$ cat src/source/tti_pkg.sv
// queue-side widths, FIFO depths and the TX descriptor type.
`default_nettype none

package tti_pkg;

  localparam int unsigned DataWordWidth = 32;  // host data word.
  localparam int unsigned DescFifoDepth = 4;
  localparam int unsigned DataFifoDepth = 16;
  // fill count of a data FIFO, 0 to DataFifoDepth.
  localparam int unsigned DataCountWidth = 5;

  // one descriptor occupies exactly one host word.
  typedef struct packed {
    logic [15:0] reserved;
    logic [15:0] data_len;  // bytes in the transfer.
  } tx_desc_t;

endpackage

`default_nettype wire

$ cat src/source/tx_bus_pkg.sv
// lane count, host write bundle and bus-side byte bundle.
`default_nettype none

package tx_bus_pkg;

  localparam int unsigned NumLanes = 4;  // virtual targets.
  localparam int unsigned LaneIdxWidth = 2;

  typedef struct packed {
    logic [LaneIdxWidth-1:0] lane;
    logic is_desc;  // descriptor FIFO when set, data FIFO when clear.
    logic [tti_pkg::DataWordWidth-1:0] word;
  } host_wr_t;

  // byte towards the target FSM, last sets the T-bit.
  typedef struct packed {
    logic [7:0] data;
    logic last;
  } tx_byte_t;

endpackage

`default_nettype wire

$ cat src/source/sync_fifo.sv
// synchronous FIFO with a typed payload and a fill count.
`default_nettype none

module sync_fifo #(
  parameter type payload_t = logic [31:0],
  parameter int unsigned Depth = 4,
  localparam int unsigned PtrWidth = (Depth > 1) ? $clog2(Depth) : 1,
  localparam int unsigned CountWidth = $clog2(Depth + 1)
) (
  input  logic                  clk_i,
  input  logic                  rst_ni,
  input  logic                  push_i,
  input  payload_t              push_data_i,
  input  logic                  pop_i,
  output payload_t              pop_data_o,
  output logic                  empty_o,
  output logic                  full_o,
  output logic [CountWidth-1:0] count_o
);

  payload_t mem_q [Depth];
  logic [PtrWidth-1:0] wr_ptr_q, rd_ptr_q;
  logic [CountWidth-1:0] count_q;

  assign empty_o = (count_q == '0);
  assign full_o = (count_q == CountWidth'(Depth));
  assign count_o = count_q;
  assign pop_data_o = mem_q[rd_ptr_q];  // head is visible without a pop.

  always_ff @(posedge clk_i) begin
    if (push_i) begin
      mem_q[wr_ptr_q] <= push_data_i;
    end
  end

  always_ff @(posedge clk_i or negedge rst_ni) begin
    if (!rst_ni) begin
      wr_ptr_q <= '0;
      rd_ptr_q <= '0;
      count_q <= '0;
    end else begin
      if (push_i) begin
        wr_ptr_q <= (wr_ptr_q == PtrWidth'(Depth - 1)) ? '0 : wr_ptr_q + 1'b1;
      end
      if (pop_i) begin
        rd_ptr_q <= (rd_ptr_q == PtrWidth'(Depth - 1)) ? '0 : rd_ptr_q + 1'b1;
      end
      if (push_i && !pop_i) begin
        count_q <= count_q + 1'b1;
      end else if (pop_i && !push_i) begin
        count_q <= count_q - 1'b1;
      end
    end
  end

  // the host checks full before writing.
  a_no_push_full: assert property (@(posedge clk_i) disable iff (!rst_ni)
    push_i |-> !full_o);
  a_no_pop_empty: assert property (@(posedge clk_i) disable iff (!rst_ni)
    pop_i |-> !empty_o);

endmodule

`default_nettype wire

$ cat src/source/word_to_byte.sv
// unpacks host data words into bytes, least significant byte first.
`default_nettype none

module word_to_byte (
  input  logic                               clk_i,
  input  logic                               rst_ni,
  input  logic                               word_valid_i,
  input  logic [tti_pkg::DataWordWidth-1:0]  word_i,
  output logic                               word_pop_o,
  output logic [7:0]                         byte_o,
  output logic                               byte_valid_o,
  input  logic                               byte_ready_i,
  input  logic                               flush_i,
  output logic                               holding_o
);

  logic [tti_pkg::DataWordWidth-1:0] word_q;
  logic [1:0] idx_q;  // next byte to offer.
  logic holding_q;

  // load a new word only once the previous one is fully drained.
  assign word_pop_o = !holding_q && word_valid_i && !flush_i;
  assign byte_o = word_q[8*idx_q +: 8];
  assign byte_valid_o = holding_q;
  assign holding_o = holding_q;

  always_ff @(posedge clk_i) begin
    if (word_pop_o) begin
      word_q <= word_i;
    end
  end

  always_ff @(posedge clk_i or negedge rst_ni) begin
    if (!rst_ni) begin
      holding_q <= 1'b0;
      idx_q <= '0;
    end else if (flush_i) begin
      holding_q <= 1'b0;  // leftover bytes are dropped.
      idx_q <= '0;
    end else if (word_pop_o) begin
      holding_q <= 1'b1;
      idx_q <= '0;
    end else if (byte_valid_o && byte_ready_i) begin
      idx_q <= idx_q + 1'b1;
      if (idx_q == 2'd3) begin
        holding_q <= 1'b0;
      end
    end
  end

endmodule

`default_nettype wire

$ cat src/source/descriptor_tx.sv
// TX descriptor handler with byte counting, last marking and abort flushing.
`default_nettype none

module descriptor_tx (
  input  logic                                 clk_i,
  input  logic                                 rst_ni,
  // descriptor FIFO.
  input  logic                                 desc_empty_i,
  input  tti_pkg::tx_desc_t                    desc_i,
  output logic                                 desc_pop_o,
  // data FIFO and byte converter.
  input  logic [tti_pkg::DataCountWidth-1:0]   data_count_i,
  input  logic                                 conv_holding_i,
  input  logic [7:0]                           conv_byte_i,
  input  logic                                 conv_valid_i,
  output logic                                 conv_ready_o,
  output logic                                 conv_flush_o,
  // target FSM.
  input  logic                                 tx_start_i,
  input  logic                                 tx_abort_i,
  input  logic                                 recovery_mode_enter_i,
  output tx_bus_pkg::tx_byte_t                 tx_byte_o,
  output logic                                 tx_byte_valid_o,
  input  logic                                 tx_byte_ready_i
);

  typedef enum logic [1:0] {
    StIdle,
    StWait,   // descriptor held, waiting for its data.
    StSend,
    StFlush   // dropping the rest of an aborted transfer.
  } state_e;

  state_e state_q, state_d;
  tti_pkg::tx_desc_t desc_q;
  logic [15:0] byte_cnt_q;
  logic [15:0] len_words;
  logic [15:0] avail_words;
  logic cancel;
  logic data_ready;
  logic byte_xfer;
  logic last_byte;

  assign cancel = tx_abort_i | recovery_mode_enter_i;
  assign desc_pop_o = (state_q == StIdle) && tx_start_i && !desc_empty_i && !cancel;

  // the word held in the converter counts towards the data on hand.
  assign len_words = 16'((17'(desc_q.data_len) + 17'd3) >> 2);
  assign avail_words = 16'(data_count_i) + 16'(conv_holding_i);
  assign data_ready = (avail_words >= len_words);

  assign tx_byte_valid_o = (state_q == StSend) && conv_valid_i;
  assign tx_byte_o.data = conv_byte_i;
  assign tx_byte_o.last = tx_byte_valid_o && (byte_cnt_q == 16'd1);

  assign conv_ready_o = ((state_q == StSend) && tx_byte_ready_i) || (state_q == StFlush);
  assign byte_xfer = conv_valid_i && conv_ready_o;
  assign last_byte = byte_xfer && (byte_cnt_q == 16'd1);
  assign conv_flush_o = last_byte;  // next descriptor starts on a word boundary.

  always_comb begin
    state_d = state_q;
    unique case (state_q)
      StIdle: begin
        if (desc_pop_o) state_d = StWait;
      end
      StWait: begin
        if (cancel) begin
          state_d = StIdle;
        end else if (data_ready) begin
          state_d = (desc_q.data_len == '0) ? StIdle : StSend;
        end
      end
      StSend: begin
        if (last_byte) begin
          state_d = StIdle;
        end else if (cancel) begin
          state_d = StFlush;
        end
      end
      StFlush: begin
        if (last_byte) state_d = StIdle;
      end
      default: state_d = StIdle;
    endcase
  end

  always_ff @(posedge clk_i) begin
    if (desc_pop_o) begin
      desc_q <= desc_i;
    end
  end

  always_ff @(posedge clk_i or negedge rst_ni) begin
    if (!rst_ni) begin
      state_q <= StIdle;
      byte_cnt_q <= '0;
    end else begin
      state_q <= state_d;
      if (state_q == StWait && state_d == StSend) begin
        byte_cnt_q <= desc_q.data_len;
      end else if (byte_xfer) begin
        byte_cnt_q <= byte_cnt_q - 1'b1;
      end
    end
  end

  // an accepted last byte ends the transfer and drops the converter's padding.
  a_last_ends_xfer: assert property (@(posedge clk_i) disable iff (!rst_ni)
    tx_byte_valid_o && tx_byte_ready_i && tx_byte_o.last
    |=> !tx_byte_valid_o && !conv_holding_i);
  // the converter never offers more bytes than the descriptor asked for.
  a_no_wrap: assert property (@(posedge clk_i) disable iff (!rst_ni)
    byte_xfer |-> byte_cnt_q != '0);

endmodule

`default_nettype wire

$ cat src/source/tx_lane.sv
// one virtual target: descriptor and data FIFOs, byte converter and handler.
`default_nettype none

module tx_lane (
  input  logic                               clk_i,
  input  logic                               rst_ni,
  input  logic                               desc_push_i,
  input  logic                               data_push_i,
  input  logic [tti_pkg::DataWordWidth-1:0]  push_word_i,
  output logic                               desc_full_o,
  output logic                               data_full_o,
  output logic                               desc_avail_o,
  input  logic                               tx_start_i,
  input  logic                               tx_abort_i,
  input  logic                               recovery_mode_enter_i,
  output tx_bus_pkg::tx_byte_t               tx_byte_o,
  output logic                               tx_byte_valid_o,
  input  logic                               tx_byte_ready_i
);

  tti_pkg::tx_desc_t desc_head;
  logic desc_empty, desc_pop;
  logic [tti_pkg::DataWordWidth-1:0] data_head;
  logic data_empty, data_pop;
  logic [tti_pkg::DataCountWidth-1:0] data_count;
  logic [7:0] conv_byte;
  logic conv_valid, conv_ready, conv_flush, conv_holding;

  assign desc_avail_o = !desc_empty;

  sync_fifo #(
    .payload_t (tti_pkg::tx_desc_t),
    .Depth     (tti_pkg::DescFifoDepth)
  ) i_desc_fifo (
    .clk_i, .rst_ni,
    .push_i      (desc_push_i),
    .push_data_i (tti_pkg::tx_desc_t'(push_word_i)),
    .pop_i       (desc_pop),
    .pop_data_o  (desc_head),
    .empty_o     (desc_empty),
    .full_o      (desc_full_o),
    .count_o     ()
  );

  sync_fifo #(
    .payload_t (logic [tti_pkg::DataWordWidth-1:0]),
    .Depth     (tti_pkg::DataFifoDepth)
  ) i_data_fifo (
    .clk_i, .rst_ni,
    .push_i      (data_push_i),
    .push_data_i (push_word_i),
    .pop_i       (data_pop),
    .pop_data_o  (data_head),
    .empty_o     (data_empty),
    .full_o      (data_full_o),
    .count_o     (data_count)
  );

  word_to_byte i_word_to_byte (
    .clk_i, .rst_ni,
    .word_valid_i (!data_empty),
    .word_i       (data_head),
    .word_pop_o   (data_pop),
    .byte_o       (conv_byte),
    .byte_valid_o (conv_valid),
    .byte_ready_i (conv_ready),
    .flush_i      (conv_flush),
    .holding_o    (conv_holding)
  );

  descriptor_tx i_descriptor_tx (
    .clk_i, .rst_ni,
    .desc_empty_i          (desc_empty),
    .desc_i                (desc_head),
    .desc_pop_o            (desc_pop),
    .data_count_i          (data_count),
    .conv_holding_i        (conv_holding),
    .conv_byte_i           (conv_byte),
    .conv_valid_i          (conv_valid),
    .conv_ready_o          (conv_ready),
    .conv_flush_o          (conv_flush),
    .tx_start_i, .tx_abort_i, .recovery_mode_enter_i,
    .tx_byte_o, .tx_byte_valid_o, .tx_byte_ready_i
  );

endmodule

`default_nettype wire

$ cat src/source/host_write_demux.sv
// routes host writes to one lane's descriptor or data FIFO.
`default_nettype none

module host_write_demux (
  input  logic                               host_wr_valid_i,
  input  tx_bus_pkg::host_wr_t               host_wr_i,
  input  logic [tx_bus_pkg::NumLanes-1:0]    lane_desc_full_i,
  input  logic [tx_bus_pkg::NumLanes-1:0]    lane_data_full_i,
  output logic [tx_bus_pkg::NumLanes-1:0]    desc_push_o,
  output logic [tx_bus_pkg::NumLanes-1:0]    data_push_o,
  output logic [tti_pkg::DataWordWidth-1:0]  push_word_o,
  output logic [tx_bus_pkg::NumLanes-1:0]    host_full_o
);

  // exactly one strobe per valid write.
  always_comb begin
    desc_push_o = '0;
    data_push_o = '0;
    if (host_wr_valid_i) begin
      if (host_wr_i.is_desc) begin
        desc_push_o[host_wr_i.lane] = 1'b1;
      end else begin
        data_push_o[host_wr_i.lane] = 1'b1;
      end
    end
  end

  assign push_word_o = host_wr_i.word;  // shared by all lanes.

  // full of whichever FIFO kind the current write targets.
  assign host_full_o = host_wr_i.is_desc ? lane_desc_full_i : lane_data_full_i;

endmodule

`default_nettype wire

$ cat src/source/tx_byte_mux.sv
// steers target FSM control to the selected lane and returns its bytes.
`default_nettype none

module tx_byte_mux (
  input  logic                                          clk_i,
  input  logic                                          rst_ni,
  input  logic [tx_bus_pkg::LaneIdxWidth-1:0]           tx_lane_sel_i,
  input  logic                                          tx_start_i,
  input  logic                                          tx_abort_i,
  input  logic                                          tx_byte_ready_i,
  output logic [tx_bus_pkg::NumLanes-1:0]               lane_start_o,
  output logic [tx_bus_pkg::NumLanes-1:0]               lane_abort_o,
  output logic [tx_bus_pkg::NumLanes-1:0]               lane_ready_o,
  input  tx_bus_pkg::tx_byte_t [tx_bus_pkg::NumLanes-1:0] lane_byte_i,
  input  logic [tx_bus_pkg::NumLanes-1:0]               lane_valid_i,
  output tx_bus_pkg::tx_byte_t                          tx_byte_o,
  output logic                                          tx_byte_valid_o
);

  // unselected lanes see no start, abort or ready.
  always_comb begin
    lane_start_o = '0;
    lane_abort_o = '0;
    lane_ready_o = '0;
    lane_start_o[tx_lane_sel_i] = tx_start_i;
    lane_abort_o[tx_lane_sel_i] = tx_abort_i;
    lane_ready_o[tx_lane_sel_i] = tx_byte_ready_i;
  end

  assign tx_byte_o = lane_byte_i[tx_lane_sel_i];
  assign tx_byte_valid_o = lane_valid_i[tx_lane_sel_i];

  // switching lanes under a pending byte would lose it.
  a_sel_stable: assert property (@(posedge clk_i) disable iff (!rst_ni)
    tx_byte_valid_o && !tx_byte_ready_i |=> $stable(tx_lane_sel_i));

endmodule

`default_nettype wire

$ cat src/source/i3c_tx_top.sv
// I3C target TTI transmit path with one lane per virtual target.
`default_nettype none

module i3c_tx_top (
  input  logic                                 clk_i,
  input  logic                                 rst_ni,
  input  logic                                 host_wr_valid_i,
  input  tx_bus_pkg::host_wr_t                 host_wr_i,
  output logic [tx_bus_pkg::NumLanes-1:0]      host_full_o,
  input  logic [tx_bus_pkg::LaneIdxWidth-1:0]  tx_lane_sel_i,
  input  logic                                 tx_start_i,
  input  logic                                 tx_abort_i,
  input  logic                                 recovery_mode_enter_i,
  output logic [tx_bus_pkg::NumLanes-1:0]      tx_desc_avail_o,
  output tx_bus_pkg::tx_byte_t                 tx_byte_o,
  output logic                                 tx_byte_valid_o,
  input  logic                                 tx_byte_ready_i
);

  localparam int unsigned NumLanes = tx_bus_pkg::NumLanes;

  logic [NumLanes-1:0] desc_push, data_push, desc_full, data_full;
  logic [tti_pkg::DataWordWidth-1:0] push_word;
  logic [NumLanes-1:0] lane_start, lane_abort, lane_ready, lane_valid;
  tx_bus_pkg::tx_byte_t [NumLanes-1:0] lane_byte;

  host_write_demux i_host_write_demux (
    .host_wr_valid_i, .host_wr_i,
    .lane_desc_full_i (desc_full),
    .lane_data_full_i (data_full),
    .desc_push_o      (desc_push),
    .data_push_o      (data_push),
    .push_word_o      (push_word),
    .host_full_o
  );

  for (genvar i = 0; i < NumLanes; i++) begin : g_lane
    tx_lane i_tx_lane (
      .clk_i, .rst_ni,
      .desc_push_i           (desc_push[i]),
      .data_push_i           (data_push[i]),
      .push_word_i           (push_word),
      .desc_full_o           (desc_full[i]),
      .data_full_o           (data_full[i]),
      .desc_avail_o          (tx_desc_avail_o[i]),
      .tx_start_i            (lane_start[i]),
      .tx_abort_i            (lane_abort[i]),
      .recovery_mode_enter_i (recovery_mode_enter_i),  // all lanes.
      .tx_byte_o             (lane_byte[i]),
      .tx_byte_valid_o       (lane_valid[i]),
      .tx_byte_ready_i       (lane_ready[i])
    );
  end

  tx_byte_mux i_tx_byte_mux (
    .clk_i, .rst_ni,
    .tx_lane_sel_i, .tx_start_i, .tx_abort_i, .tx_byte_ready_i,
    .lane_start_o (lane_start),
    .lane_abort_o (lane_abort),
    .lane_ready_o (lane_ready),
    .lane_byte_i  (lane_byte),
    .lane_valid_i (lane_valid),
    .tx_byte_o, .tx_byte_valid_o
  );

endmodule

`default_nettype wire

$ cat config.mk
export PLATFORM = sky130hd
export DESIGN_NAME = i3c_tx_top
export DESIGN_NICKNAME = d
export VERILOG_FILES = /design/src/source/tti_pkg.sv /design/src/source/tx_bus_pkg.sv /design/src/source/sync_fifo.sv /design/src/source/word_to_byte.sv /design/src/source/descriptor_tx.sv /design/src/source/tx_lane.sv /design/src/source/host_write_demux.sv /design/src/source/tx_byte_mux.sv /design/src/source/i3c_tx_top.sv
export SDC_FILE = /design/constraint.sdc
export NUM_CORES = 2
export LEC_CHECK = 0
export ABC_AREA = 1
export BUFFER_PORTS_ARGS = -buffer_cell sky130_fd_sc_hd__buf_2
export CORE_ASPECT_RATIO = 0.6
export CORE_UTILIZATION = 40
export CTS_BUF_LIST = sky130_fd_sc_hd__clkbuf_8 sky130_fd_sc_hd__clkbuf_16
export DETAILED_ROUTE_END_ITERATION = 10
export GPL_TIMING_DRIVEN = 0
export PLACE_DENSITY = 0.58
export SLEW_MARGIN = 20
export SYNTH_ARGS = -nofsm -noshare
export SYNTH_HDL_FRONTEND = slang
export SYNTH_SLANG_ARGS = --single-unit
$ cat constraint.sdc
create_clock -name clk_i -period 3.25 [get_ports clk_i]
set_input_delay 0 -clock clk_i [delete_from_list [all_inputs] [get_ports clk_i]]
set_output_delay 0 -clock clk_i [all_outputs]
set_load 0.02 [all_outputs]
# Yosys cells after proc, flatten, opt, wreduce, memory -nomap -nowiden
# Memories as Yosys holds them, arrays and structs flattened. A register that Yosys moved wholly into a read port is not among the register bits.
# Cells that the tools add are included.
[word_totals] ramBits=2560 register_bits=164 in_bits=44 memories=8 wordCells=434 output_inout_bits=18
[memory_table] name="g_lane[0].i_tx_lane.i_data_fifo.mem_q" depth=16 word_bits=32 rd=1 rd_clocked_by_memory_dff=1 write_ports=1 line_no="sync_fifo.sv:21" text="payload_t mem_q [Depth];"
[memory_table] name="g_lane[1].i_tx_lane.i_data_fifo.mem_q" depth=16 word_bits=32 rd=1 rd_clocked_by_memory_dff=1 write_ports=1 line_no="sync_fifo.sv:21"
[memory_table] name="g_lane[2].i_tx_lane.i_data_fifo.mem_q" depth=16 word_bits=32 rd=1 rd_clocked_by_memory_dff=1 write_ports=1 line_no="sync_fifo.sv:21"
[memory_table] name="g_lane[3].i_tx_lane.i_data_fifo.mem_q" depth=16 word_bits=32 rd=1 rd_clocked_by_memory_dff=1 write_ports=1 line_no="sync_fifo.sv:21"
[memory_table] name="g_lane[0].i_tx_lane.i_desc_fifo.mem_q" depth=4 word_bits=32 rd=1 rd_clocked_by_memory_dff=1 write_ports=1 line_no="sync_fifo.sv:21"
[memory_table] name="g_lane[1].i_tx_lane.i_desc_fifo.mem_q" depth=4 word_bits=32 rd=1 rd_clocked_by_memory_dff=1 write_ports=1 line_no="sync_fifo.sv:21"
[memory_table] name="2 more memories"
[classes] n_bitwise=7 n_lt_le_gt_ge=8 n_shift=4 muxes=129 reduce_logical=142 n_eq_ne=48 n_addsub=48
[op_table] cell="$mux 16" n=8
[op_table] cell="$shiftx 32x6->8" n=4
[op_table] cell="$mux 2" n=48
[op_table] cell="$add 16x2->17 const B" n=4
[op_table] cell="$eq 16x1->1 const B" n=4
[op_table] cell="$logic_not 16->1" n=4
[op_table] cell="$sub 16x1->16 const B" n=4
[op_table] cell="$logic_and 1x1->1" n=62
[op_table] cell="$ge 6x15->1" n=4
[op_table] cell="$mux 4" n=13
[op_table] cell="$eq 2x2->1 const B" n=24
[op_table] cell="$mux 5" n=8
[op_table] cell="$logic_not 1->1" n=36
[op_table] cell="$mux 1" n=35
[op_table] cell="$add 4x1->4 const B" n=8
[op_table] cell="$eq 4x4->1 const B" n=8
[op_table] cell="$pmux 2 s4" n=4
[op_table] cell="$add 2x1->2 const B" n=12
[op_table] cell="$add 5x1->6" n=4
[op_table] cell="$mux 3" n=8
[op_table] cell="$reduce_bool 2->1" n=12
[op_table] cell="$reduce_bool 3->1" n=8
[op_table] cell="$add 5x1->5 const B" n=4
[op_table] cell="$eq 5x5->1 const B" n=4
[op_table] cell="other kinds (18)" n=56

# Longest topological paths before layout
[logic_depth] depth_word=14 ltp_mapped=20 mapped_depth_nobuf=20

# Cells and area by module
# A second synthesis with hierarchy kept.
[unflattened] cells_unflattened=12885 hier_area_um2=131591.2
[by_module_without_submodules] module="sync_fifo at g_lane[1].i_tx_lane.i_data_fifo ..." area_per_inst_um2=23208.5 seq_area_each_um2=15700.1 n_inst=3 cells_per_inst=2306
[by_module_without_submodules] module="sync_fifo at g_lane[0].i_tx_lane.i_data_fifo" area_per_inst_um2=22805.6 seq_area_each_um2=15700.1 n_inst=1 cells_per_inst=2178
[by_module_without_submodules] module="sync_fifo at g_lane[1].i_tx_lane.i_desc_fifo ..." area_per_inst_um2=5559.1 seq_area_each_um2=4018.9 n_inst=3 cells_per_inst=426
[by_module_without_submodules] module="descriptor_tx" area_per_inst_um2=2514.9 seq_area_each_um2=930.9 n_inst=4 cells_per_inst=343
[by_module_without_submodules] module="word_to_byte" area_per_inst_um2=1503.9 seq_area_each_um2=1036.0 n_inst=4 cells_per_inst=132
[by_module_without_submodules] module="sync_fifo at g_lane[0].i_tx_lane.i_desc_fifo" area_per_inst_um2=5556.6 seq_area_each_um2=4018.9 n_inst=1 cells_per_inst=425
[by_module_without_submodules] module="tx_byte_mux" area_per_inst_um2=461.7 seq_area_each_um2=0.0 n_inst=1 cells_per_inst=117
[by_module_without_submodules] module="host_write_demux" area_per_inst_um2=359.1 seq_area_each_um2=0.0 n_inst=1 cells_per_inst=61
[by_module_without_submodules] module="tx_lane" area_per_inst_um2=7.5 seq_area_each_um2=0.0 n_inst=4 cells_per_inst=2

# Worst setup path after synthesis
# No wires, ideal clock.
[synth_timing] path_type="reg-to-reg" start="register g_lane[2].i_tx_lane.i_descriptor_tx.state_q[1]" end="register g_lane[2].i_tx_lane.i_desc_fifo.count_q[1]" setup_slack_ns=0.078 t_arrival_ns=3.048 required_time_ns=3.125 path_stages_with_launch=8 synth_period_minus_slack_ns=3.172 setup_ns=0.125 path_buffers=0 cell_sequence="dfrtp_1 > or2_2 > nor4_2 > inv_1 > ha_1 > inv_1 > fa_1 > mux2_2"
[synth_via] elab_chain_len=7 elab_cells_between_ends=9 cone_classes="mux: 1; reduce/logical: 8"
[synth_rtl] element="start: declaration" line_no="descriptor_tx.sv:34" text="state_e state_q, state_d;"
[synth_rtl] element="start signal: assignment" line_no="descriptor_tx.sv:96" text="state_q <= StIdle;"
[synth_rtl] element="start signal: assignment" line_no="descriptor_tx.sv:99" text="state_q <= state_d;"
[synth_rtl] element="$logic_not 2->1 *" line_no="descriptor_tx.sv:45" text="assign desc_pop_o = (state_q == StIdle) && tx_start_i && !desc_empty_i && !cancel;"
[synth_rtl] element="$logic_and 1x1->1 * (3 in a row)" line_no="descriptor_tx.sv:45"
[synth_rtl] element="net g_lane[2].i_tx_lane.desc_pop" line_no="tx_lane.sv:22" text="logic desc_empty, desc_pop;"
[synth_rtl] element="$logic_not 1->1" line_no="sync_fifo.sv:48" text="if (push_i && !pop_i) begin"
[synth_rtl] element="$logic_and 1x1->1" line_no="sync_fifo.sv:48"
[synth_rtl] element="$mux 3 / $reduce_bool 2->1 (equally long branches)"
[synth_rtl] element="end signal: assignment" line_no="sync_fifo.sv:49" text="count_q <= count_q + 1'b1;"
[synth_rtl] element="end signal: assignment" line_no="sync_fifo.sv:51" text="count_q <= count_q - 1'b1;"
[synth_rtl] element="end: declaration" line_no="sync_fifo.sv:23" text="logic [CountWidth-1:0] count_q;"
# The timed path passes the listed nets; every way through them passes the cells marked *.
# A chain may end at the register's enable or synchronous reset.

==> metrics.md <==
| Metric | Value |
|---|---|
| Run status | `finished with violations` |
| Failing checks | `negative setup slack` |
| R2R setup slack | `-0.03 ns` |
| Die area | `271,000 sq um` |
| Fill cell count | `around 23,000` |
| Htree depth | `4` |
| TNS Setup | `-0.0331 ns` |
| Predominant post-synthesis flop cell | `edfxtp_1` |
| DR vias | `73,000` |
| Worst-Skew Late Latency | `0.91 ns` |
| Finished Cell Area | `between 100,000 and 150,000 sq um` |
| Post-DRT Antenna Nets | `0` |
| DP HPWL | `about 240,000 um` |
| Area grow syn2layout | `15.3%` |
| Final setup vio count | `2` |
| Layout Skew | `~0.065 ns` |
| Slowest-stage cell, CP | `dfrtp_1` |
| First-pass GRT wire length | `slightly below 500,000 um` |
| Crit Path Class | `reg2reg` |
| Tmin final | `3.28 ns` |
| CTS tree | `yes` |
| Mapped Area | `between 100,000 and 150,000 sq um` |
| Layout net count | `approximately 9,000` |
| Share of layout cells above drive strength 1 | `under 10%` |
| Reg clk slew, reported paths | `~0.070 ns` |
| Worst-Margin Slew | `roughly 0.96 ns` |
| GRT Resource Usage Total | `24.7%` |
| Vias in the first global route | `67,500` |
| Setup ws final | `-0.0274 ns` |
| Netlist cell types | `60` |
| Vias per cell | `roughly 5.8` |
| FP Rows | `146` |
| Core Area | `about 270,000 sq um` |
| Placer Congestion | `a little over 0.9` |
| CTS Buf Count | `between 200 and 250` |
| Final Max Slew Viols | `0` |
| Crit-path max cell delay | `about 0.7 ns` |
| Critical Path Sink Type | `flip-flop` |
| Antenna violations before repair | `22` |
| Clk buf depth | `4` |
| Placed Cells | `roughly 12,000` |
| Total grt overflow | `0` |
| Routed len/inst | `27.3 um` |
| Mean Syn Cell Area | `around 13 sq um` |
| Synth Warn # | `0` |
| Sequential area share after synthesis | `around 74%` |
| DRC Markers | `0` |
| CP cell instances | `buf_2 > inv_1 > clkbuf_4 > buf_1 > nor2_1 > o22ai_1 > o21ai_0 > nand2_1` |
| Sink Count | `around 2,700` |
| CP startpoint | `g_lane[3].i_tx_lane.i_data_fifo.rd_ptr_q[0]$_DFFE_PN0P_` |
| Critical path endpoint | `g_lane[3].i_tx_lane.i_word_to_byte.word_q[8]$_DFFE_PP_` |
| Max-cap violations | `0` |
| Final hold slack | `between 0.06 and 0.07 ns` |
| Iter 0 DRT Violations | `10,900` |
| Die Ht | `about 400 um` |
| CP delay by family, top | `buffers and inverters` |
| Crit path depth | `8` |
| RR Endpoint | `g_lane[3].i_tx_lane.i_word_to_byte.word_q[8]$_DFFE_PP_` |
| Worst r2r path cells | `8` |
| Max-slew headroom | `35.8%` |
| Max Clk Rate | `between 300 and 400 MHz` |
| Total Wirelength | `approximately 340,000 um` |
| DP Area | `116,000 sq um` |
| Final period utilization | `101%` |
| DRT Pass-1 Iters | `6` |
| Hold crit path type | `in2reg` |
| Hold Fails Final Rpt | `0` |
| Static leakage | `between 0.04 and 0.05 uW` |
| Top Ports | `62` |
| Buf+Inv Stages, Crit Path | `4` |
| Finished Layout Cells | `around 13,000` |
| WP data arrival | `just under 4 ns` |
| Syn Inst Count | `8,322` |
| Starting Density | `between 40% and 50%` |
| Die Width | `671 um` |
| Port bufs | `60` |
| Root Buffer | `clkbuf_16` |
| Yosys reg bits | `2,660` |
| Crit-path max FO | `10` |
| Critical path required time | `between 3 and 4 ns` |
| Maximum vdd ir drop | `about 0.00054 V` |
| Power per cell area | `just over 600 nW/um^2` |
| Critical R2R Launch | `g_lane[3].i_tx_lane.i_data_fifo.rd_ptr_q[0]$_DFFE_PN0P_` |
| Syn nets | `approximately 8,500` |
| CP startpoint kind | `flip-flop` |
| Synth async-reset ratio | `6.17%` |
| EDFF count, synth | `2,496` |
| Largest net degree at the start of global routing | `80` |
[layer usage]
metal  GRT usage, %  wire, um  share of wire [%]  up-vias
met3           8.19     50100                 15      388
met5              0        20             0.0058        -
met1           39.7    154000                 45    36500
met2           31.9    131000                 38     4420
met4           4.61      6350                1.9        4
li1               -         -                  -    31700
[what timing repair did]
item | 4_1_cts | 5_1_grt
pin swaps | 0 | 2
endpoints found under the hold margin | 2576 | 0
hold buffers | 52 | 0
endpoints found under the setup margin | 56 | 316
resized for setup | 43 | 66
setup buffers | 0 | 1
[where the power goes]
group	total [uW]	internal, uW	switching [uW]
Clock	27700	14900	12800
Sequential	39300	38500	796
Combinational	9420	2620	6800
[state kept, by name (all words and copies together) (netlist names), 12 cells and up]
register and cells:
g_lane.i_tx_lane.i_data_fifo.mem_q 2048, g_lane.i_tx_lane.i_descriptor_tx.desc_q 64, g_lane.i_tx_lane.i_descriptor_tx.byte_cnt_q 64, g_lane.i_tx_lane.i_desc_fifo.mem_q 256, g_lane.i_tx_lane.i_data_fifo.count_o 20, g_lane.i_tx_lane.i_word_to_byte.word_q 128
g_lane.i_tx_lane.i_data_fifo.wr_ptr_q 16, g_lane.i_tx_lane.i_data_fifo.rd_ptr_q 16, g_lane.i_tx_lane.i_desc_fifo.count_o 12
[per-stage QoR]
stage               total power, uW  util (%)  setup slack [ns]
global route                  78900      46.7          -0.00483
detailed placement            49200      43.6            -0.723
floorplan                     45000         -            0.0775
finish                        76400      46.7           -0.0274
global placement              48500      42.3             -2.90
CTS                           76500      46.6            0.0110
[kinds of logic after synthesis]
group	after synthesis	share of synthesized area [%]
buffers and inverters	745	2.70
muxes	55	0.516
AOI/OAI and AO/OA	1792	9.84
and+or+nand+nor	2854	11.2
xor gates and xnor gates	104	0.848
adders and majority gates	112	1.36
DFF	2660	73.6
[cell usage in the layout, fill, tap and decap left out, types with 34 or more instances in the layout]
| master | Yosys | routed |
|---|---|---|
| edfxtp_1 | 2496 | 2496 |
| nand2_1 | 1162 | 1155 |
| nor2_1 | 1097 | 1011 |
| o21ai_0 | 911 | 899 |
| clkbuf_1 | 368 | 336 |
| nand3_1 | 332 | 332 |
| inv_1 | 278 | 321 |
| a21oi_1 | 289 | 289 |
| clkbuf_16 | 0 | 239 |
| o22ai_1 | 221 | 211 |
| dfrtp_1 | 164 | 161 |
| nand4_1 | 132 | 132 |
| o221ai_1 | 127 | 126 |
| a221oi_1 | 117 | 108 |
| ha_1 | 104 | 104 |
| o32ai_1 | 78 | 78 |
| nor2_4 | 8 | 74 |
| xor2_1 | 73 | 73 |
| buf_16 | 0 | 61 |
| clkinv_1 | 6 | 58 |
| buf_2 | 27 | 53 |
| mux2i_1 | 52 | 52 |
| dlygate4sd3_1 | 0 | 51 |
| buf_12 | 1 | 50 |
| clkinv_2 | 0 | 42 |
| nor2_2 | 18 | 38 |
| buf_1 | 42 | 37 |
| clkbuf_2 | 0 | 34 |
[layout make-up]
type / instances / area (sq um) / share of cell area (%)
antenna: 5 / 12.5 / 0.0101
buffer: 447 / 1830 / 1.48
clock buffer: 245 / 6060 / 4.90
clock inverter: 183 / 1330 / 1.07
inverter: 297 / 1120 / 0.906
multi-input combinational: 4917 / 26200 / 21.2
sequential: 2660 / 79100 / 63.8
tap: 3552 / 4440 / 3.59
timing repair buffer: 237 / 3800 / 3.07
[cells in the mapped netlist (3+ instances only)]
library cell  instances  area [sq um]
xor2_1               73           639
buf_4                 6          45.0
mux2i_1              52           521
xnor2_1              31           272
nor2_4                8          90.1
o211ai_1             19           143
nor4_1               20           125
clkbuf_1            368          1380
a221oi_1            117          1020
or2_2                 5          31.3
o22ai_1             221          1380
nand3_1             332          1660
buf_6                 4          45.0
edfxtp_1           2496         75000
nor2_1             1097          4120
nor3_2                4          40.0
o21ai_0             911          4560
o32ai_1              78           683
nand4_1             132           826
clkinv_1              6          22.5
buf_2                27           135
a31oi_1               3          18.8
nand3b_1              5          37.5
o221ai_1            127          1110
o21ai_1               9          45.0
mux2_2                3          33.8
buf_1                42           158
inv_2                13          48.8
inv_1               278          1040
nor2_2               18           113
nand2_4               3          33.8
nand2_1            1162          4360
ha_1                104          1300
nor3_1               28           140
a21o_1                6          45.0
nand3_2              14           140
dfrtp_1             164          4100
a21oi_1             289          1450
nand3_4               4          70.1
fa_1                  8           160
nand2_2              10          62.6
[worst min path at each step]
stage	from	end	slack [ns]	cells after the start
finish	host_wr_i[24]	g_lane[2].i_tx_lane.i_data_fifo.mem_q[6][24]$_DFFE_PP_	0.07	2
global route	host_wr_i[24]	g_lane[2].i_tx_lane.i_data_fifo.mem_q[4][24]$_DFFE_PP_	0.05	2
CTS	host_wr_i[24]	g_lane[2].i_tx_lane.i_data_fifo.mem_q[4][24]$_DFFE_PP_	0.02	2
detailed placement	rst_ni	g_lane[1].i_tx_lane.i_desc_fifo.rd_ptr_q[1]$_DFFE_PN0P_	-0.07	1
global placement	g_lane[3].i_tx_lane.i_data_fifo.count_o[4]$_DFFE_PN0P_	g_lane[3].i_tx_lane.i_data_fifo.count_o[4]$_DFFE_PN0P_	0.48	1
floorplan	rst_ni	g_lane[0].i_tx_lane.i_data_fifo.count_o[0]$_DFFE_PN0P_	-0.30	0
(Power assumes the default switching activity.)
